### config.mk
export PLATFORM = sky130hd
export DESIGN_NAME = soc_top
export DESIGN_NICKNAME = d
export VERILOG_FILES = /design/src/verilog/soc_bus_pkg.sv /design/src/verilog/soc_map_pkg.sv /design/src/verilog/soc_top.sv /design/src/verilog/int_ctrl.sv /design/src/verilog/gpio_port.sv /design/src/verilog/dev_table.sv /design/src/verilog/axil_decoder.sv /design/src/verilog/sys_ctrl.sv
export SDC_FILE = /design/constraint.sdc
export NUM_CORES = 1
export LEC_CHECK = 0
export BUFFER_PORTS_ARGS = -buffer_cell sky130_fd_sc_hd__buf_4
export CAP_MARGIN = 20
export CORE_MARGIN = 10
export CORE_UTILIZATION = 55
export DETAILED_ROUTE_END_ITERATION = 16
export PLACE_DENSITY_LB_ADDON = 0.3
export SLEW_MARGIN = 15
export SYNTH_ARGS = -nofsm -noshare
export SYNTH_HDL_FRONTEND = slang
export SYNTH_SLANG_ARGS = --single-unit
### constraint.sdc
create_clock -name clk100mhz -period 9.6 [get_ports clk100mhz]
set_clock_uncertainty 0.15 [all_clocks]
set_input_delay 1.92 -clock clk100mhz [delete_from_list [all_inputs] [get_ports clk100mhz]]
set_output_delay 1.92 -clock clk100mhz [all_outputs]
set_load 0.02 [all_outputs]
### src/verilog/soc_bus_pkg.sv
// Host bus and device request types
`default_nettype none

package soc_bus_pkg;

	typedef logic [31:0] data_t;
	typedef logic [15:0] addr_t;
	typedef logic [3:0]  strb_t;
	typedef logic [1:0]  axil_resp_t;
	typedef logic [7:0]  dev_off_t; // Word offset inside one slot.

	localparam axil_resp_t AXIL_OKAY = 2'b00;

	typedef struct packed {
		logic  aw_valid;
		addr_t aw_addr;
		logic  w_valid;
		data_t w_data;
		strb_t w_strb;
		logic  b_ready;
		logic  ar_valid;
		addr_t ar_addr;
		logic  r_ready;
	} axil_req_t;

	typedef struct packed {
		logic       aw_ready;
		logic       w_ready;
		logic       b_valid;
		axil_resp_t b_resp;
		logic       ar_ready;
		logic       r_valid;
		data_t      r_data;
		axil_resp_t r_resp;
	} axil_rsp_t;

	typedef struct packed {
		logic     wr;
		logic     rd;
		dev_off_t offset;
		data_t    wdata;
		strb_t    strb;
	} dev_req_t;

endpackage

`default_nettype wire

### src/verilog/soc_map_pkg.sv
// System address map
`default_nettype none

package soc_map_pkg;

	localparam int unsigned SLOT_BITS = 12; // Slot index occupies address bits 15:12.

	localparam int unsigned SLOT_DEVTBL  = 0;
	localparam int unsigned SLOT_GPIO    = 1;
	localparam int unsigned SLOT_INTCTRL = 2;
	localparam int unsigned SLOT_INVALID = 3; // Also catches every higher slot.
	localparam int unsigned SLOT_COUNT   = 4;

	localparam int unsigned DEV_ID [SLOT_COUNT] = '{7, 6, 3, 0};
	localparam int unsigned DEV_MAPSZ [SLOT_COUNT] = '{1024, 1024, 1024, 1024}; // In words.
	localparam bit DEV_USEINTR [SLOT_COUNT] = '{1'b0, 1'b1, 1'b0, 1'b0};

	localparam logic [7:0] REG_RSTCMD = 8'd64;

	localparam logic [7:0] REG_GPIO_IN  = 8'd0;
	localparam logic [7:0] REG_GPIO_OUT = 8'd1;
	localparam logic [7:0] REG_GPIO_IEN = 8'd2;

	localparam logic [7:0] REG_INT_PEND = 8'd0;
	localparam logic [7:0] REG_INT_EN   = 8'd1;

	localparam int unsigned INT_SRC_GPIO = 0;
	localparam int unsigned INT_SRC_EXT  = 1;

endpackage

`default_nettype wire
### src/verilog/soc_top.sv
// System control top level
`timescale 1ns/1ps
`default_nettype none

module soc_top #(
	parameter int RST_CNTR_BITSZ = 16,
	parameter int ACT_CNTR_BITSZ = 7,
	parameter int GPIO_COUNT     = 16,
	parameter int INT_SRC_COUNT  = 2
) (
	input wire                         clk100mhz,
	input wire                         rst_p,
	input wire soc_bus_pkg::axil_req_t axil_req_i,
	output soc_bus_pkg::axil_rsp_t     axil_rsp_o,
	input wire [GPIO_COUNT-1:0]        gp_i,
	output logic [GPIO_COUNT-1:0]      gp_o,
	input wire                         ext_irq_i,
	output logic                       irq_o,
	output logic                       rst_out_o,
	output logic                       activity_o
);

	import soc_bus_pkg::*;
	import soc_map_pkg::*;

	logic                     sys_rst;
	logic                     xfer_done;
	logic [1:0]               rst_cmd;
	dev_req_t                 dev_req;
	logic [SLOT_COUNT-1:0]    dev_sel;
	wire data_t               dev_rdata [SLOT_COUNT-1];
	logic                     gpio_intrqst;
	wire [INT_SRC_COUNT-1:0]  int_src;

	assign int_src[INT_SRC_GPIO] = gpio_intrqst;
	assign int_src[INT_SRC_EXT]  = ext_irq_i;

	sys_ctrl #(
		 .RST_CNTR_BITSZ (RST_CNTR_BITSZ)
		,.ACT_CNTR_BITSZ (ACT_CNTR_BITSZ)
	) sys_ctrl0 (
		 .clk100mhz   (clk100mhz)
		,.rst_p       (rst_p)
		,.rst_cmd_i   (rst_cmd)
		,.xfer_done_i (xfer_done)
		,.sys_rst_o   (sys_rst)
		,.rst_out_o   (rst_out_o)
		,.activity_o  (activity_o)
	);

	axil_decoder axil_decoder0 (
		 .clk100mhz   (clk100mhz)
		,.sys_rst_i   (sys_rst)
		,.axil_req_i  (axil_req_i)
		,.axil_rsp_o  (axil_rsp_o)
		,.dev_req_o   (dev_req)
		,.dev_sel_o   (dev_sel)
		,.dev_rdata_i (dev_rdata)
		,.xfer_done_o (xfer_done)
	);

	dev_table dev_table0 (
		 .clk100mhz (clk100mhz)
		,.sys_rst_i (sys_rst)
		,.dev_req_i (dev_req)
		,.sel_i     (dev_sel[SLOT_DEVTBL])
		,.rdata_o   (dev_rdata[SLOT_DEVTBL])
		,.rst_cmd_o (rst_cmd)
	);

	gpio_port #(
		.GPIO_COUNT (GPIO_COUNT)
	) gpio_port0 (
		 .clk100mhz (clk100mhz)
		,.sys_rst_i (sys_rst)
		,.dev_req_i (dev_req)
		,.sel_i     (dev_sel[SLOT_GPIO])
		,.gp_i      (gp_i)
		,.gp_o      (gp_o)
		,.rdata_o   (dev_rdata[SLOT_GPIO])
		,.intrqst_o (gpio_intrqst)
	);

	int_ctrl #(
		.INT_SRC_COUNT (INT_SRC_COUNT)
	) int_ctrl0 (
		 .clk100mhz (clk100mhz)
		,.sys_rst_i (sys_rst)
		,.dev_req_i (dev_req)
		,.sel_i     (dev_sel[SLOT_INTCTRL])
		,.src_i     (int_src)
		,.rdata_o   (dev_rdata[SLOT_INTCTRL])
		,.irq_o     (irq_o)
	);

endmodule

`default_nettype wire

### src/verilog/int_ctrl.sv
// Interrupt controller
`timescale 1ns/1ps
`default_nettype none

module int_ctrl #(
	parameter int INT_SRC_COUNT = 2
) (
	input wire                        clk100mhz,
	input wire                        sys_rst_i,
	input wire soc_bus_pkg::dev_req_t dev_req_i,
	input wire                        sel_i,
	input wire [INT_SRC_COUNT-1:0]    src_i,
	output soc_bus_pkg::data_t        rdata_o,
	output logic                      irq_o
);

	import soc_map_pkg::*;

	logic [INT_SRC_COUNT-1:0] src_q;
	logic [INT_SRC_COUNT-1:0] pend_q;
	logic [INT_SRC_COUNT-1:0] en_q;
	logic [INT_SRC_COUNT-1:0] rise;
	logic [INT_SRC_COUNT-1:0] wmask;
	logic [INT_SRC_COUNT-1:0] wbits;
	logic                     wr_en;

	always_comb begin
		for (int i = 0; i < INT_SRC_COUNT; i++)
			wmask[i] = dev_req_i.strb[i / 8];
	end

	assign wr_en = sel_i && dev_req_i.wr;
	assign wbits = dev_req_i.wdata[INT_SRC_COUNT-1:0] & wmask;
	assign rise  = src_i & ~src_q;

	always_ff @(posedge clk100mhz) begin
		if (sys_rst_i) begin
			src_q  <= '0;
			pend_q <= '0;
			en_q   <= '0;
		end else begin
			src_q <= src_i;
			if (wr_en && dev_req_i.offset == REG_INT_PEND)
				pend_q <= (pend_q & ~wbits) | rise; // A new request beats the clear.
			else
				pend_q <= pend_q | rise;
			if (wr_en && dev_req_i.offset == REG_INT_EN)
				en_q <= (en_q & ~wmask) | wbits;
		end
	end

	always_comb begin
		rdata_o = '0;
		case (dev_req_i.offset)
			REG_INT_PEND: rdata_o[INT_SRC_COUNT-1:0] = pend_q;
			REG_INT_EN:   rdata_o[INT_SRC_COUNT-1:0] = en_q;
			default:      rdata_o = '0;
		endcase
	end

	assign irq_o = |(pend_q & en_q);

endmodule

`default_nettype wire

### src/verilog/gpio_port.sv
// GPIO port with change interrupt
`timescale 1ns/1ps
`default_nettype none

module gpio_port #(
	parameter int GPIO_COUNT = 16
) (
	input wire                        clk100mhz,
	input wire                        sys_rst_i,
	input wire soc_bus_pkg::dev_req_t dev_req_i,
	input wire                        sel_i,
	input wire [GPIO_COUNT-1:0]       gp_i,
	output logic [GPIO_COUNT-1:0]     gp_o,
	output soc_bus_pkg::data_t        rdata_o,
	output logic                      intrqst_o
);

	import soc_bus_pkg::*;
	import soc_map_pkg::*;

	logic [GPIO_COUNT-1:0] sync1_q;
	logic [GPIO_COUNT-1:0] sync2_q;
	logic [GPIO_COUNT-1:0] out_q;
	logic [GPIO_COUNT-1:0] ien_q;
	logic                  intrqst_q;
	logic                  wr_en;

	function automatic logic [GPIO_COUNT-1:0] byte_merge(
		input logic [GPIO_COUNT-1:0] old_val,
		input data_t                 wdata,
		input strb_t                 strb
	);
		logic [GPIO_COUNT-1:0] res;
		res = old_val;
		for (int i = 0; i < GPIO_COUNT; i++) begin
			if (strb[i / 8])
				res[i] = wdata[i];
		end
		return res;
	endfunction

	assign wr_en = sel_i && dev_req_i.wr;

	always_ff @(posedge clk100mhz) begin
		if (sys_rst_i) begin
			sync1_q   <= '0;
			sync2_q   <= '0;
			out_q     <= '0;
			ien_q     <= '0;
			intrqst_q <= 1'b0;
		end else begin
			sync1_q   <= gp_i;
			sync2_q   <= sync1_q;
			intrqst_q <= |((sync1_q ^ sync2_q) & ien_q); // Fires as stage two takes the change.
			if (wr_en && dev_req_i.offset == REG_GPIO_OUT)
				out_q <= byte_merge(out_q, dev_req_i.wdata, dev_req_i.strb);
			if (wr_en && dev_req_i.offset == REG_GPIO_IEN)
				ien_q <= byte_merge(ien_q, dev_req_i.wdata, dev_req_i.strb);
		end
	end

	always_comb begin
		rdata_o = '0;
		case (dev_req_i.offset)
			REG_GPIO_IN:  rdata_o[GPIO_COUNT-1:0] = sync2_q;
			REG_GPIO_OUT: rdata_o[GPIO_COUNT-1:0] = out_q;
			REG_GPIO_IEN: rdata_o[GPIO_COUNT-1:0] = ien_q;
			default:      rdata_o = '0;
		endcase
	end

	assign gp_o      = out_q;
	assign intrqst_o = intrqst_q;

endmodule

`default_nettype wire

### src/verilog/dev_table.sv
// Device table
`timescale 1ns/1ps
`default_nettype none

module dev_table (
	input wire                        clk100mhz,
	input wire                        sys_rst_i,
	input wire soc_bus_pkg::dev_req_t dev_req_i,
	input wire                        sel_i,
	output soc_bus_pkg::data_t        rdata_o,
	output logic [1:0]                rst_cmd_o
);

	import soc_map_pkg::*;

	localparam int IDX_W = $clog2(SLOT_COUNT);

	logic [IDX_W-1:0] slot_idx;
	logic             in_table;
	logic             cmd_wr;
	logic [1:0]       rst_cmd_q;

	assign slot_idx = dev_req_i.offset[1 +: IDX_W]; // Two words per slot.
	assign in_table = (dev_req_i.offset < 8'(2 * SLOT_COUNT));

	always_comb begin
		rdata_o = '0;
		if (in_table) begin
			if (dev_req_i.offset[0])
				rdata_o = {DEV_USEINTR[slot_idx], DEV_MAPSZ[slot_idx][30:0]};
			else
				rdata_o = DEV_ID[slot_idx];
		end
	end

	assign cmd_wr = sel_i && dev_req_i.wr && dev_req_i.strb[0]
		&& (dev_req_i.offset == REG_RSTCMD);

	// The command is a single-cycle pulse toward the reset sequencer.
	always_ff @(posedge clk100mhz) begin
		if (sys_rst_i)
			rst_cmd_q <= '0;
		else if (cmd_wr)
			rst_cmd_q <= dev_req_i.wdata[1:0];
		else
			rst_cmd_q <= '0;
	end

	assign rst_cmd_o = rst_cmd_q;

endmodule

`default_nettype wire

### src/verilog/axil_decoder.sv
// AXI4-Lite slave and slot decoder
`timescale 1ns/1ps
`default_nettype none

module axil_decoder (
	input wire                                 clk100mhz,
	input wire                                 sys_rst_i,
	input wire soc_bus_pkg::axil_req_t         axil_req_i,
	output soc_bus_pkg::axil_rsp_t             axil_rsp_o,
	output soc_bus_pkg::dev_req_t              dev_req_o,
	output logic [soc_map_pkg::SLOT_COUNT-1:0] dev_sel_o,
	input wire soc_bus_pkg::data_t             dev_rdata_i [soc_map_pkg::SLOT_COUNT-1],
	output logic                               xfer_done_o
);

	import soc_bus_pkg::*;
	import soc_map_pkg::*;

	localparam int SLOT_W = $clog2(SLOT_COUNT);
	localparam int RAW_W  = $bits(addr_t) - SLOT_BITS;

	typedef enum logic [1:0] {
		ST_IDLE,
		ST_WRESP,
		ST_RRESP
	} state_t;

	state_t            state_q;
	data_t             rdata_q;
	data_t             rdata_mux;
	addr_t             addr;
	logic [RAW_W-1:0]  raw_slot;
	logic [SLOT_W-1:0] slot;
	logic              idle;
	logic              accept_wr;
	logic              accept_rd;

	assign idle      = (state_q == ST_IDLE) && !sys_rst_i; // No ready while in reset.
	assign accept_wr = idle && axil_req_i.aw_valid && axil_req_i.w_valid;
	assign accept_rd = idle && axil_req_i.ar_valid
		&& !axil_req_i.aw_valid && !axil_req_i.w_valid; // Writes take precedence.

	assign addr     = accept_wr ? axil_req_i.aw_addr : axil_req_i.ar_addr;
	assign raw_slot = addr[$bits(addr_t)-1:SLOT_BITS];
	assign slot     = (raw_slot >= RAW_W'(SLOT_INVALID)) ? SLOT_W'(SLOT_INVALID)
		: raw_slot[SLOT_W-1:0];

	always_comb begin
		dev_req_o.wr     = accept_wr;
		dev_req_o.rd     = accept_rd;
		dev_req_o.offset = addr[2 +: $bits(dev_off_t)]; // Byte address to word offset.
		dev_req_o.wdata  = axil_req_i.w_data;
		dev_req_o.strb   = axil_req_i.w_strb;
	end

	// The invalid slot has no device behind it and so reads as zero.
	always_comb begin
		dev_sel_o       = '0;
		dev_sel_o[slot] = 1'b1;
		rdata_mux       = '0;
		for (int k = 0; k < SLOT_COUNT - 1; k++) begin
			if (dev_sel_o[k])
				rdata_mux = rdata_mux | dev_rdata_i[k];
		end
	end

	always_ff @(posedge clk100mhz) begin
		if (sys_rst_i) begin
			state_q <= ST_IDLE;
			rdata_q <= '0;
		end else begin
			case (state_q)
				ST_IDLE: begin
					if (accept_wr) begin
						state_q <= ST_WRESP;
					end else if (accept_rd) begin
						state_q <= ST_RRESP;
						rdata_q <= rdata_mux; // Sampled in the acceptance cycle.
					end
				end
				ST_WRESP: begin
					if (axil_req_i.b_ready)
						state_q <= ST_IDLE;
				end
				ST_RRESP: begin
					if (axil_req_i.r_ready)
						state_q <= ST_IDLE;
				end
				default: state_q <= ST_IDLE;
			endcase
		end
	end

	always_comb begin
		axil_rsp_o          = '0;
		axil_rsp_o.aw_ready = accept_wr;
		axil_rsp_o.w_ready  = accept_wr;
		axil_rsp_o.b_valid  = (state_q == ST_WRESP);
		axil_rsp_o.b_resp   = AXIL_OKAY;
		axil_rsp_o.ar_ready = accept_rd;
		axil_rsp_o.r_valid  = (state_q == ST_RRESP);
		axil_rsp_o.r_data   = rdata_q;
		axil_rsp_o.r_resp   = AXIL_OKAY;
	end

	assign xfer_done_o = (axil_rsp_o.b_valid && axil_req_i.b_ready)
		|| (axil_rsp_o.r_valid && axil_req_i.r_ready);

endmodule

`default_nettype wire

### src/verilog/sys_ctrl.sv
// Reset sequencing and activity indicator
`timescale 1ns/1ps
`default_nettype none

module sys_ctrl #(
	parameter int RST_CNTR_BITSZ = 16,
	parameter int ACT_CNTR_BITSZ = 7
) (
	input wire         clk100mhz,
	input wire         rst_p,
	input wire [1:0]   rst_cmd_i,
	input wire         xfer_done_i,
	output logic       sys_rst_o,
	output logic       rst_out_o,
	output logic       activity_o
);

	logic [RST_CNTR_BITSZ-1:0] rst_cntr_q;
	logic [RST_CNTR_BITSZ-1:0] rst_cntr_d;
	logic [ACT_CNTR_BITSZ-1:0] act_cntr_q;
	logic                      pwroff_q;
	logic                      pwroff_d;
	logic                      act_q;
	logic                      warm_cmd;
	logic                      pwroff_cmd;
	logic                      sys_rst_d;

	assign warm_cmd   = rst_cmd_i[1]; // A cold command lands here too.
	assign pwroff_cmd = rst_cmd_i[0] & ~rst_cmd_i[1];

	always_comb begin
		rst_cntr_d = rst_cntr_q;
		if (rst_p || warm_cmd)
			rst_cntr_d = '1;
		else if (|rst_cntr_q)
			rst_cntr_d = rst_cntr_q - 1'b1;
		pwroff_d  = rst_p ? 1'b0 : (pwroff_q | pwroff_cmd); // Only the external reset unlatches.
		sys_rst_d = (|rst_cntr_d) | pwroff_d;
	end

	always_ff @(posedge clk100mhz) begin
		rst_cntr_q <= rst_cntr_d;
		pwroff_q   <= pwroff_d;
	end

	// The stretcher looks one cycle ahead so no pulse overlaps the reset window.
	always_ff @(posedge clk100mhz) begin
		if (sys_rst_d) begin
			act_q      <= 1'b0;
			act_cntr_q <= '0;
		end else if (|act_cntr_q) begin
			act_q      <= 1'b0;
			act_cntr_q <= act_cntr_q - 1'b1;
		end else begin
			act_q <= xfer_done_i;
			if (xfer_done_i)
				act_cntr_q <= '1; // Hold-off before the next pulse.
		end
	end

	assign sys_rst_o  = (|rst_cntr_q) | pwroff_q;
	assign rst_out_o  = sys_rst_o;
	assign activity_o = act_q;

endmodule

`default_nettype wire

=== After elaboration in Yosys (flattened, before gate mapping) ===
Index checks and enable logic that the tools add are counted.

* Bits in registers: 132
* Bits of input ports: 92
* Logic and storage cells: 125

* $add $sub $neg: 2
* $lt $le $gt $ge: 5
* Equality and inequality tests: 8
* Multiplexer cells: 31
* Bitwise logic cells: 23
* Reduce and logical (&&, ||, !) cells: 39

{| class="wikitable"
|+ Operator list
! kind !! count
|-
| $mux 32 || 7
|-
| $bmux 32 s2 || 2
|-
| $mux 31 || 2
|-
| $mux 16 || 3
|-
| $pmux 16 s3 || 1
|-
| $reduce_or 16->1 || 3
|-
| $or 32x16->32 || 1
|-
| $or 32x2->32 || 1
|-
| $logic_and 1x1->1 || 18
|-
| $and 16x16->16 || 1
|-
| $sub 16x1->16 const B || 1
|-
| $xor 16x16->16 || 1
|-
| $mux 7 || 2
|-
| $mux 2 || 6
|-
| $and 2x2->2 || 5
|-
| $eq 8x1->1 const B || 1
|-
| $eq 8x2->1 const B || 1
|-
| $eq 8x7->1 const B || 1
|-
| $logic_not 8->1 || 1
|-
| $lt 8x4->1 const B || 1
|-
| $reduce_and 2->1 || 4
|-
| $reduce_or 8->1 || 1
|-
| $reduce_or 7->1 || 1
|-
| $sub 7x1->7 const B || 1
|-
| other kinds (25) || 42
|}

=== Depth between registers and ports, before layout ===
Gate-level depths: netlist of the first run.

* Word-level depth: 18
* Depth in mapped cells: 11
* Mapped depth without buffers: 10

=== Cells and area by module ===
A second synthesis of the first run with hierarchy kept.

* Cells, all modules: 1035
* Area, all modules: 8395.6 um^2

{| class="wikitable"
|+ Modules (own cells, without submodules)
! module !! instances !! cells an instance !! area an instance (um^2)
|-
| axil_decoder || 1 || 469 || 3340.7
|-
| gpio_port || 1 || 293 || 2807.7
|-
| sys_ctrl || 1 || 163 || 1337.5
|-
| int_ctrl || 1 || 65 || 540.5
|-
| dev_table || 1 || 45 || 369.1
|}

=== Least setup slack after synthesis of the first run ===
OpenSTA, ideal clock, no wires.

* Kind: input to output
* From: input axil_req_i[72] in the netlist's numbering
* To: output axil_rsp_o[35] in the netlist's numbering
* Data arrival time: 2.569 ns
* Required time: 7.530 ns
* Path slack: 4.961 ns
* Stages: 4
* Cells stage by stage: nor2_1 -> nand3_1 -> nor2_1 -> buf_4

* Word-level cells in the longest chain between the ends: 3

{| class="wikitable"
|+ Ends and longest elaborated chain
! item !! line !! RTL
|-
| start: declaration || soc_top.sv:13 || <nowiki>input wire soc_bus_pkg::axil_req_t axil_req_i,</nowiki>
|-
| $logic_not 1->1 || axil_decoder.sv:41 || <nowiki>&& !axil_req_i.aw_valid && !axil_req_i.w_valid;</nowiki>
|-
| $logic_and 1x1->1 (2 in series) || axil_decoder.sv:41 ||
|-
| end: declaration || soc_top.sv:14 || <nowiki>output soc_bus_pkg::axil_rsp_t axil_rsp_o,</nowiki>
|}

Every way passes these cells.

==> summary.md, run 1 <==
| Metric | Value |
|---|---|
| Die X | 119 um |
| Most common cell after layout, fill and taps aside | dfxtp_1 |
| Simple-gate portion of the synthesized area | 26.5% |
| Area of the mapped netlist | 5440 sq um |
| Yosys warning total | 0 |
| I/O pins | 152 |
| Num CTS Buffers | 17 |
| Global placer's final weighted congestion | 0.945 |
| Slowest-stage cell, CP | nor4_2 |
| Post-synth top area share | 43.1% |
| Routed vias | 4893 |
| Worst-path cell chain | nor4_2 > nand4_1 > nor2_1 > inv_2 > buf_4 > nor2_1 > buf_4 |
| Synth Area in Compound Gates | 12.0% |
| Distinct cells, synth | 62 |
| Run status | completed |
| Ys flop type | dfxtp_1 |
| Max-slew violations | 0 |
| # H-tree levels | 4 |
| Layout cells sized above 1 | 22.6% |
| Avg Inst Size Synth | 8.77 sq um |
| Largest net degree at the start of global routing | 47 |
| Post-synth EDFFs | 0 |
| Hold crit path type | register to register |
| Reg-to-reg setup timing slack | 5.77 ns |
| Port buffer count | 106 |
| Cell area power density | 171 nW/um^2 |
| CP Class | register to primary output |
| # setup viols final | 0 |
| Crit-path max cell delay | 0.55 ns |
| Slew margin rel. | 36.0% |
| Vias in the first global route | 4831 |
| Drt drc | 0 |
| Tot GR Track Use | 20.4% |
| Core Footprint | 9680 sq um |
| Clock Latency Late Sink | 0.51 ns |
| RSZ-0062 raised after global routing | no |
| Clock root cell | clkbuf_8 |
| Adder-Cell Fraction of Synth Area | 0.920% |
| ANT cells | 0 |
| Die area | 14300 sq um |
| CTS tree | done |
| Required @ worst endpoint | 7.53 ns |
| Minimum hold slack | 0.307 ns |
| Reg2Reg Depth | 7 |
| Initial antenna violation count | 0 |
| Final Cycle Share | 53.4% |
| Pre-antenna DRT Iters | 5 |
| CTS resizes | 0 |
| Final WL | 14900 um |
| Reg2reg start | sys_ctrl0.rst_cntr_q[6] |
| Worst EP arrival | 3.06 ns |
| Max cap viols | 0 |
| Fmax | 0.195 GHz |
| Remaining antenna violation count after routing | 0 |
| Seq/Total Area, Yosys | 43.1% |
| Hold Startpoint | axil_decoder0.rdata_q[31] |
| Wirelength per Cell | 17.3 um |
| Post-synth ARST share | 0% |
| Vias per cell | 5.67 |
| Min Tclk post-route | 5.13 ns |
| Maximum vdd ir drop | 0.156 mV |
| WP buf/inv | 3 |
| Largest cells by area after synthesis | dfxtp_1 43%, mux2i_1 6.3%, and3_1 5.3% |
| Clock Pin Slew Worst Setup and Hold Paths | 0.06 ns |
| Top Family by Delay on Critical Path | simple AND/OR/NAND/NOR gates |
| Least-Margin Pin Slew | 0.960 ns |
| # rows | 36 |
| Flops & latches, synth | 117 |
| Combinational family with the most area after synthesis | simple AND/OR/NAND/NOR gates |
| Crit end category | primary output |
| P_leak | 2.88 nW |
| Post-CTS Setup Inserts | 0 |
| DIE HEIGHT | 119 um |
| 1st-iter DRT viols | 372 |
| Nets | 813 |
| Hold violation count in the final report | 0 |
| GRT Residual Overflow | 0 |
| Hold Path Depth | 2 |
| Post-DP HPWL | 11000 um |
| Area grow syn2layout | 25.1% |
| Reg-to-reg endpoint | axil_decoder0.rdata_q[1] |
| Area leader, netlist | dfxtp_1 |
| Synth Area in XOR/XNOR | 3.70% |
| Worst Path Max Fanout | 46 |
| Hold Buf Count CTS | 0 |
| Total chip power | 0.00116 W |
| First-pass GRT wire length | 24000 um |
| Initial Util | 56.1% |
| Commonest non-fill, non-tap cells in the layout | 117 x dfxtp_1, 109 x buf_4, 75 x nand2_1, 48 x nor2_1, 46 x and3_1 |
| # clock sinks | 117 |
| Setup TNS Final | 0 ns |
| Post-synthesis mux area share | 6.88% |
| Critical Path Source Type | register |
| Max clock buf depth | 2 |
| Mapped Cells | 620 |
| WHS Endpoint | axil_decoder0.rdata_q[31] |
==> cell families (layout without fill, tap and decap cells) <==
logic type / after synthesis / after routing
and+or+nand+nor: 269 / 269
DFF: 117 / 117
AOI/OAI and AO/OA: 96 / 96
buffers and inverters: 73 / 165
muxes: 37 / 37
xor gates and xnor gates: 23 / 23
adders and majority gates: 4 / 4
other: 1 / 19
==> synth_stat cells, types with 4 or more instances <==
master	number
nand2_1	75
and2_1	4
nand2b_1	8
and3_1	46
mux2i_1	34
nor4_1	7
a22o_1	4
inv_1	23
or2_2	4
nor2_1	48
nor3_1	12
a21oi_1	34
or3_1	8
o21ai_0	13
nand3_1	15
nor2b_1	4
nand4_1	12
clkbuf_1	22
xor2_1	21
a22oi_1	8
buf_4	22
dfxtp_1	117
nor4b_1	4
ha_1	4
o221ai_1	13
==> worst max-delay path by stage <==
stage | start | end | slack [ns] | cells past startpoint
2_1_floorplan | axil_req_i[72] | axil_rsp_o[35] | 4.96 | 4
3_3_place_gp | axil_req_i[72] | axil_rsp_o[35] | 4.66 | 5
3_5_place_dp | axil_req_i[55] | axil_rsp_o[40] | 4.59 | 4
4_1_cts | sys_ctrl0.rst_cntr_q[6] | axil_rsp_o[35] | 4.53 | 7
5_1_grt | sys_ctrl0.rst_cntr_q[6] | axil_rsp_o[35] | 4.33 | 7
6_report | sys_ctrl0.rst_cntr_q[6] | axil_rsp_o[35] | 4.47 | 7
==> metal layers <==
metal	up-vias	global-route usage (%)	routed length (um)
li1	2360	-	-
met1	2294	24.2	6190
met2	213	34.9	7550
met3	26	4.68	903
met4	0	8.52	295
met5	-	0	0
==> flip-flops by register name (all words and copies together), names as in the netlist, named ones only <==
| name | flops |
|---|---|
| gpio_port0.sync2_q | 16 |
| axil_decoder0.rdata_q | 17 |
| axil_decoder0.state_q | 2 |
| sys_ctrl0.rst_cntr_q | 16 |
| sys_ctrl0.act_cntr_q | 7 |
| sys_ctrl0.activity_o | 1 |
| gpio_port0.gp_o | 16 |
| int_ctrl0.pend_q | 2 |
| sys_ctrl0.pwroff_q | 1 |
| gpio_port0.ien_q | 16 |
| gpio_port0.sync1_q | 16 |
| int_ctrl0.src_q | 2 |
| dev_table0.rst_cmd_o | 2 |
| gpio_port0.intrqst_o | 1 |
==> tightest hold or removal path, delay by kind of cell (launching register included) <==
kind | cells | cell delay, ns
flip-flops | 1 | 0.31
AND/OR/NAND/NOR | 1 | 0.05
AO/OA/AOI/OAI | 1 | 0.05
==> through the flow <==
stage          area (sq um)  util (%)  cells  setup slack, ns
6_report               6800      70.2    863             4.47
5_1_grt                6800      70.2    863             4.33
2_1_floorplan          5510         -    638             4.96
3_3_place_gp           6200      64.0    830             4.66
3_5_place_dp           6200      64.0    830             4.59
4_1_cts                6790      70.1    862             4.53
==> where the power goes <==
| group | internal, W | total, W | switching, W |
|---|---|---|---|
| registers | 0.000487 | 0.000488 | 0.00000114 |
| logic | 0.0000232 | 0.0000478 | 0.0000246 |
| clock network | 0.000396 | 0.000628 | 0.000231 |
==> cell type report <==
class / instances / area [sq um]
fillers: 747 / 2880
flip-flops and latches: 117 / 2340
repair buffers: 109 / 818
clock buffers: 17 / 414
clock inverters: 15 / 180
inverters: 24 / 90.1
multi-input cells: 448 / 2790
well taps: 133 / 166
Note: power is estimated with default switching activity, not from simulation.
==> inputs of run 2 (changes only) <==
- ABC_AREA: unset -> 1
- CORE_UTILIZATION: 55 -> 48
- clock period: 9.6 -> 4.5 ns (I/O delays scaled with it)
==> summary.md, run 2 <==
| Metric | Value |
|---|---|
| Core Footprint | 12000 sq um |
| # rows | 40 |
| Crit-path max cell delay | 0.34 ns |
| Commonest non-fill, non-tap cells in the layout | 138 x nand2_1, 117 x dfxtp_1, 111 x buf_4, 102 x inv_1, 96 x nor2_1 |
| CTS resizes | 0 |
| Routed vias | 5311 |
| Multi-input gate area | 2820 sq um |
| WP buf/inv | 5 |
| Vias per cell | 4.97 |
| Yosys warning total | 0 |
| Adder-Cell Fraction of Synth Area | 0.855% |
| Top Family by Delay on Critical Path | buffers and inverters |
| Setup TNS Final | 0 ns |
| Area of the mapped netlist | 5850 sq um |
| Flip-flop and latch area | 2340 sq um |
| Remaining antenna violation count after routing | 0 |
| Largest net degree at the start of global routing | 55 |
| Top reg by flops | axil_decoder0.rdata_q |
| Crit path top cell by count | inv_1 |
| Run status | completed |
| CP Class | register to primary output |
| Synth Area in XOR/XNOR | 2.69% |
| GRT Residual Overflow | 0 |
| 1st-iter DRT viols | 334 |
| Post-CTS Setup Inserts | 0 |
| Maximum vdd ir drop | 0.307 mV |
| DIE HEIGHT | 130 um |
| Most common cell after layout, fill and taps aside | nand2_1 |
| Ys flop type | dfxtp_1 |
| Largest register FFs | 17 |
| Post-synth ARST share | 0% |
| Max clock buf depth | 2 |
| Fmax | 0.284 GHz |
| Seq/Total Area, Yosys | 40.0% |
| Avg Inst Size Synth | 7.26 sq um |
| Flops & latches, synth | 117 |
| Combinational family with the most area after synthesis | simple AND/OR/NAND/NOR gates |
| Pre-antenna DRT Iters | 5 |
| CTS tree | done |
| Wirelength per Cell | 14.5 um |
| Required @ worst endpoint | 3.45 ns |
| Slowest-stage cell, CP | dfxtp_1 |
| Initial Util | 48.9% |
| # clock sinks | 117 |
| Num CTS Buffers | 17 |
| RSZ-0062 raised after global routing | no |
| Worst EP arrival | 2.47 ns |
| Hold Startpoint | int_ctrl0.src_q[0] |
| Reg2reg start | sys_ctrl0.rst_cntr_q[0] |
| Min Tclk post-route | 3.52 ns |
| Mapped Cells | 806 |
| Layout cells sized above 1 | 23.6% |
| Post-layout util | 60.3% |
| Distinct cells, synth | 48 |
| Synth top cells by count | 138 x nand2_1, 117 x dfxtp_1, 102 x inv_1 |
| Port buffer count | 106 |
| Largest cells by area after synthesis | dfxtp_1 40%, nand2_1 8.9%, inv_1 6.5% |
| Cell area power density | 345 nW/um^2 |
| Tot GR Track Use | 18.1% |
| Fill cells | 1106 |
| First-pass GRT wire length | 24400 um |
| Final WL | 15500 um |
| Least-Margin Pin Slew | 0.798 ns |
| # setup viols final | 0 |
| Critical Path Source Type | register |
| Slew margin rel. | 46.6% |
| Simple-gate portion of the synthesized area | 30.7% |
| I/O pins | 152 |
| Post-synthesis mux area share | 0% |
| Global placer's final weighted congestion | 0.880 |
| Vias in the first global route | 5011 |
| Hold Buf Count CTS | 0 |
| Hold crit path type | register to register |
| Area leader, netlist | dfxtp_1 |
| Clock Pin Slew Worst Setup and Hold Paths | 0.06 ns |
| Clock root cell | clkbuf_16 |
| Post-synth EDFFs | 0 |
| P_leak | 3.28 nW |
| Critical Path Source | sys_ctrl0.rst_cntr_q[0] |
| Total chip power | 0.00249 W |
| Clock Latency Late Sink | 0.42 ns |
| Max cap viols | 0 |
| Max-slew violations | 0 |
| Initial antenna violation count | 0 |
| Area grow syn2layout | 23.3% |
| Minimum hold slack | 0.269 ns |
| Die area | 17000 sq um |
| # H-tree levels | 4 |
| Nets | 1005 |
| Synth Area in Compound Gates | 12.7% |
| Final Cycle Share | 78.2% |
| Post-synth top area share | 40.0% |
| Drt drc | 0 |
| Crit end category | primary output |
| Die X | 130 um |
| Post-DP HPWL | 11600 um |
| Worst-path cell chain | inv_1 > ha_1 > inv_1 > nor2_1 > nand2_1 > nor2_1 > nand2_2 > nor2_4 > nand3_2 > buf_4 > inv_1 > buf_4 |
| Hold violation count in the final report | 0 |
| ANT cells | 0 |
| Most common cell in the netlist | nand2_1 |
| Worst Path Max Fanout | 18 |
run 2: cell count changes in the layout (fill, tap and decap cells not counted), moves of 10 or more:
cell	delta
o221ai_1	-13
nand3_1	+39
o21ai_0	+26
inv_1	+79
nand2_1	+63
nor2_1	+48
and3_1	-46
a21oi_1	+22
mux2i_1	-34
a21oi_2	+10
nand2_2	+22
inv_2	+12
run 2: worst register-to-register path: stages, from the launching register on:
cell     delay [ns]
dfxtp_1        0.34
inv_1          0.12
ha_1           0.19
inv_1          0.06
nor2_1         0.08
nand2_1        0.05
nor2_1         0.10
nand2_2        0.10
nor2_4         0.29
nand4_1        0.13
nand2_1        0.15
nand2_2        0.15
nor3_4         0.71
nand2_1        0.12
nand3_1        0.16
nand2_2        0.08
a21oi_2        0.12
run 2: layout make-up:
type                            instances  share of cell area (%)
Sequential cell                       117                    32.5
Inverter                              118                    6.17
Clock buffer                           19                    6.14
Clock inverter                         13                    2.05
Multi-Input combinational cell        544                    39.1
Timing Repair Buffer                  111                    11.6
Tap cell                              147                    2.55
run 2: cells by family (layout without fill, tap and decap cells):
kind of cell               Yosys count  in the layout
and+or+nand+nor                    373            373
AOI/OAI and AO/OA                  130            130
xor gates and xnor gates            18             18
DFF                                117            117
other                                1             19
adders and majority gates            4              4
buffers and inverters              163            261
run 2: per-stage QoR:
| step | instance area [sq um] | setup slack [ns] | std cells |
|---|---|---|---|
| finish | 7210 | 0.982 | 1069 |
| detailed placement | 6620 | 1.08 | 1037 |
| global route | 7210 | 0.769 | 1069 |
| global placement | 6620 | 1.06 | 1037 |
| CTS | 7210 | 0.965 | 1069 |
| floorplan | 5920 | 1.76 | 824 |
run 2: power breakdown:
group	total, W	switching, W	internal (W)
clock	0.00134	0.000502	0.000836
sequential	0.00104	0.00000299	0.00104
combinational	0.000109	0.0000605	0.0000485
total	0.00249	0.000566	0.00192
run 2: per-layer routing:
layer	wire [um]	part of all wire [%]	global-route usage, %
met5	0	0	0
met4	299	1.9	6.93
met3	995	6.4	5.44
met2	7470	48	29.5
met1	6720	43	22.0
run 2: worst paths after layout:
kind	endpoint	slack [ns]	cells after the start
worst min register to register	int_ctrl0.pend_q[0]	0.27	1
worst max-delay path	axil_rsp_o[35]	0.98	12
worst min-delay path	int_ctrl0.pend_q[0]	0.27	1
worst max register to register	axil_decoder0.rdata_q[6]	1.34	16
==> inputs of run 3 (changes only) <==
- CORE_UTILIZATION: 48 -> 53
- clock period: 4.5 -> 3.4 ns (I/O delays scaled with it)
==> summary.md, run 3 (same netlist as run 2, synthesis figures left out) <==
| Metric | Value |
|---|---|
| Run status | completed |
| Hold violation count in the final report | 0 |
| Pre-antenna DRT Iters | 6 |
| Routed vias | 5438 |
| Layout cells sized above 1 | 24.1% |
| Commonest non-fill, non-tap cells in the layout | 138 x nand2_1, 117 x dfxtp_1, 115 x buf_4, 102 x inv_1, 96 x nor2_1 |
| Wirelength per Cell | 14.7 um |
| Hold Startpoint | gp_i[11] |
| Maximum vdd ir drop | 0.403 mV |
| Hold crit path type | input port to register |
| Worst Path Max Fanout | 37 |
| Required @ worst endpoint | 2.57 ns |
| Num CTS Buffers | 17 |
| Slack of the critical path | 0.127 ns |
| # H-tree levels | 4 |
| Most common cell after layout, fill and taps aside | nand2_1 |
| ANT cells | 0 |
| First-pass GRT wire length | 26000 um |
| Reg2reg start | sys_ctrl0.rst_cntr_q[0] |
| Critical Path Source | sys_ctrl0.rst_cntr_q[0] |
| Post-DP HPWL | 11500 um |
| Vias in the first global route | 5448 |
| Die X | 125 um |
| Clock Pin Slew Worst Setup and Hold Paths | 0.06 ns |
| 1st-iter DRT viols | 486 |
| Fmax | 0.306 GHz |
| CTS tree | done |
| Vias per cell | 5.10 |
| Slew margin rel. | 57.8% |
| Min Tclk post-route | 3.27 ns |
| Die area | 15600 sq um |
| Final WL | 15700 um |
| Max cap viols | 0 |
| Global placer's final weighted congestion | 0.876 |
| I/O pins | 152 |
| Worst EP arrival | 2.44 ns |
| Port buffer count | 106 |
| # rows | 38 |
| Cell area power density | 454 nW/um^2 |
| Initial Util | 54.0% |
| RSZ-0062 raised after global routing | yes |
| Top reg by flops | axil_decoder0.rdata_q |
| Nets | 1010 |
| Largest net degree at the start of global routing | 55 |
| Largest register FFs | 17 |
| # clock sinks | 117 |
| Crit end category | primary output |
| Core Footprint | 10800 sq um |
| GRT Residual Overflow | 0 |
| Critical Path Source Type | register |
| Initial antenna violation count | 0 |
| Area grow syn2layout | 23.9% |
| # setup viols final | 0 |
| Post-Place Cells | 1035 |
| Clock Latency Late Sink | 0.53 ns |
| Setup TNS Final | 0 ns |
| Max-slew violations | 0 |
| CP Class | register to primary output |
| Drt drc | 0 |
| Max clock buf depth | 2 |
| DP Worst Slack | 0.408 ns |
| Least-Margin Pin Slew | 0.632 ns |
| DIE HEIGHT | 125 um |
| P_leak | 3.31 nW |
| Final Cycle Share | 96.3% |
| Tot GR Track Use | 20.0% |
| Clock root cell | clkbuf_8 |
| Final Non-Filler Cells | 1067 |
| Fill cells | 965 |
| Remaining antenna violation count after routing | 0 |
## run 3: worst max-delay path, cell delays in order, from the launching register on
cell     delay [ns]
dfxtp_1        0.35
inv_1          0.13
ha_1           0.19
inv_1          0.06
nor2_1         0.08
nand2_1        0.05
nor2_1         0.11
nand2_2        0.10
nor2_4         0.28
buf_6          0.31
inv_2          0.06
buf_4          0.16
## run 3: cell type report
class,instances,area (sq um),share of cell area [%]
clock buffer,22,473,6.52
clock inverter,10,120,1.66
inverter,118,445,6.14
multi-input combinational,544,2820,38.9
sequential,117,2340,32.3
tap,140,175,2.42
timing repair buffer,116,875,12.1
## run 3: per-layer routing
metal	wire length [um]	vias up	global-route usage, %	part of all wire, %
met5	0	-	0	0
met4	370	0	8.60	2.4
met3	948	30	5.28	6.0
met2	7740	176	33.8	49
met1	6640	2470	23.5	42
li1	-	2762	-	-
## run 3: stage by stage
stage	total power (W)	instance area [sq um]	hold WS, ns	util [%]
3_3_place_gp	0.00155	6650	0.252	61.4
5_1_grt	0.00339	7250	0.214	66.9
3_5_place_dp	0.00155	6650	0.255	61.4
2_1_floorplan	0.00150	5920	0.249	-
6_report	0.00329	7250	0.214	66.9
4_1_cts	0.00331	7250	0.193	66.8
## run 3: report_power, final
group          internal, W  switching, W
clock network      0.00112      0.000640
logic            0.0000667     0.0000816
registers          0.00137    0.00000417
## run 3: final timing paths
check	endpoint	slack (ns)	depth (start not counted)
setup / recovery	rst_out_o	0.13	11
hold / removal	gpio_port0.sync1_q[11]	0.21	3
setup reg to reg	gpio_port0.ien_q[5]	0.34	16
hold reg to reg	int_ctrl0.pend_q[0]	0.26	1
## run 3: timing repair
action | CTS | global route
setup endpoints to repair | 0 | 1
hold buffers | 0 | 0
gates resized for setup | 0 | 1
setup buffers | 0 | 0
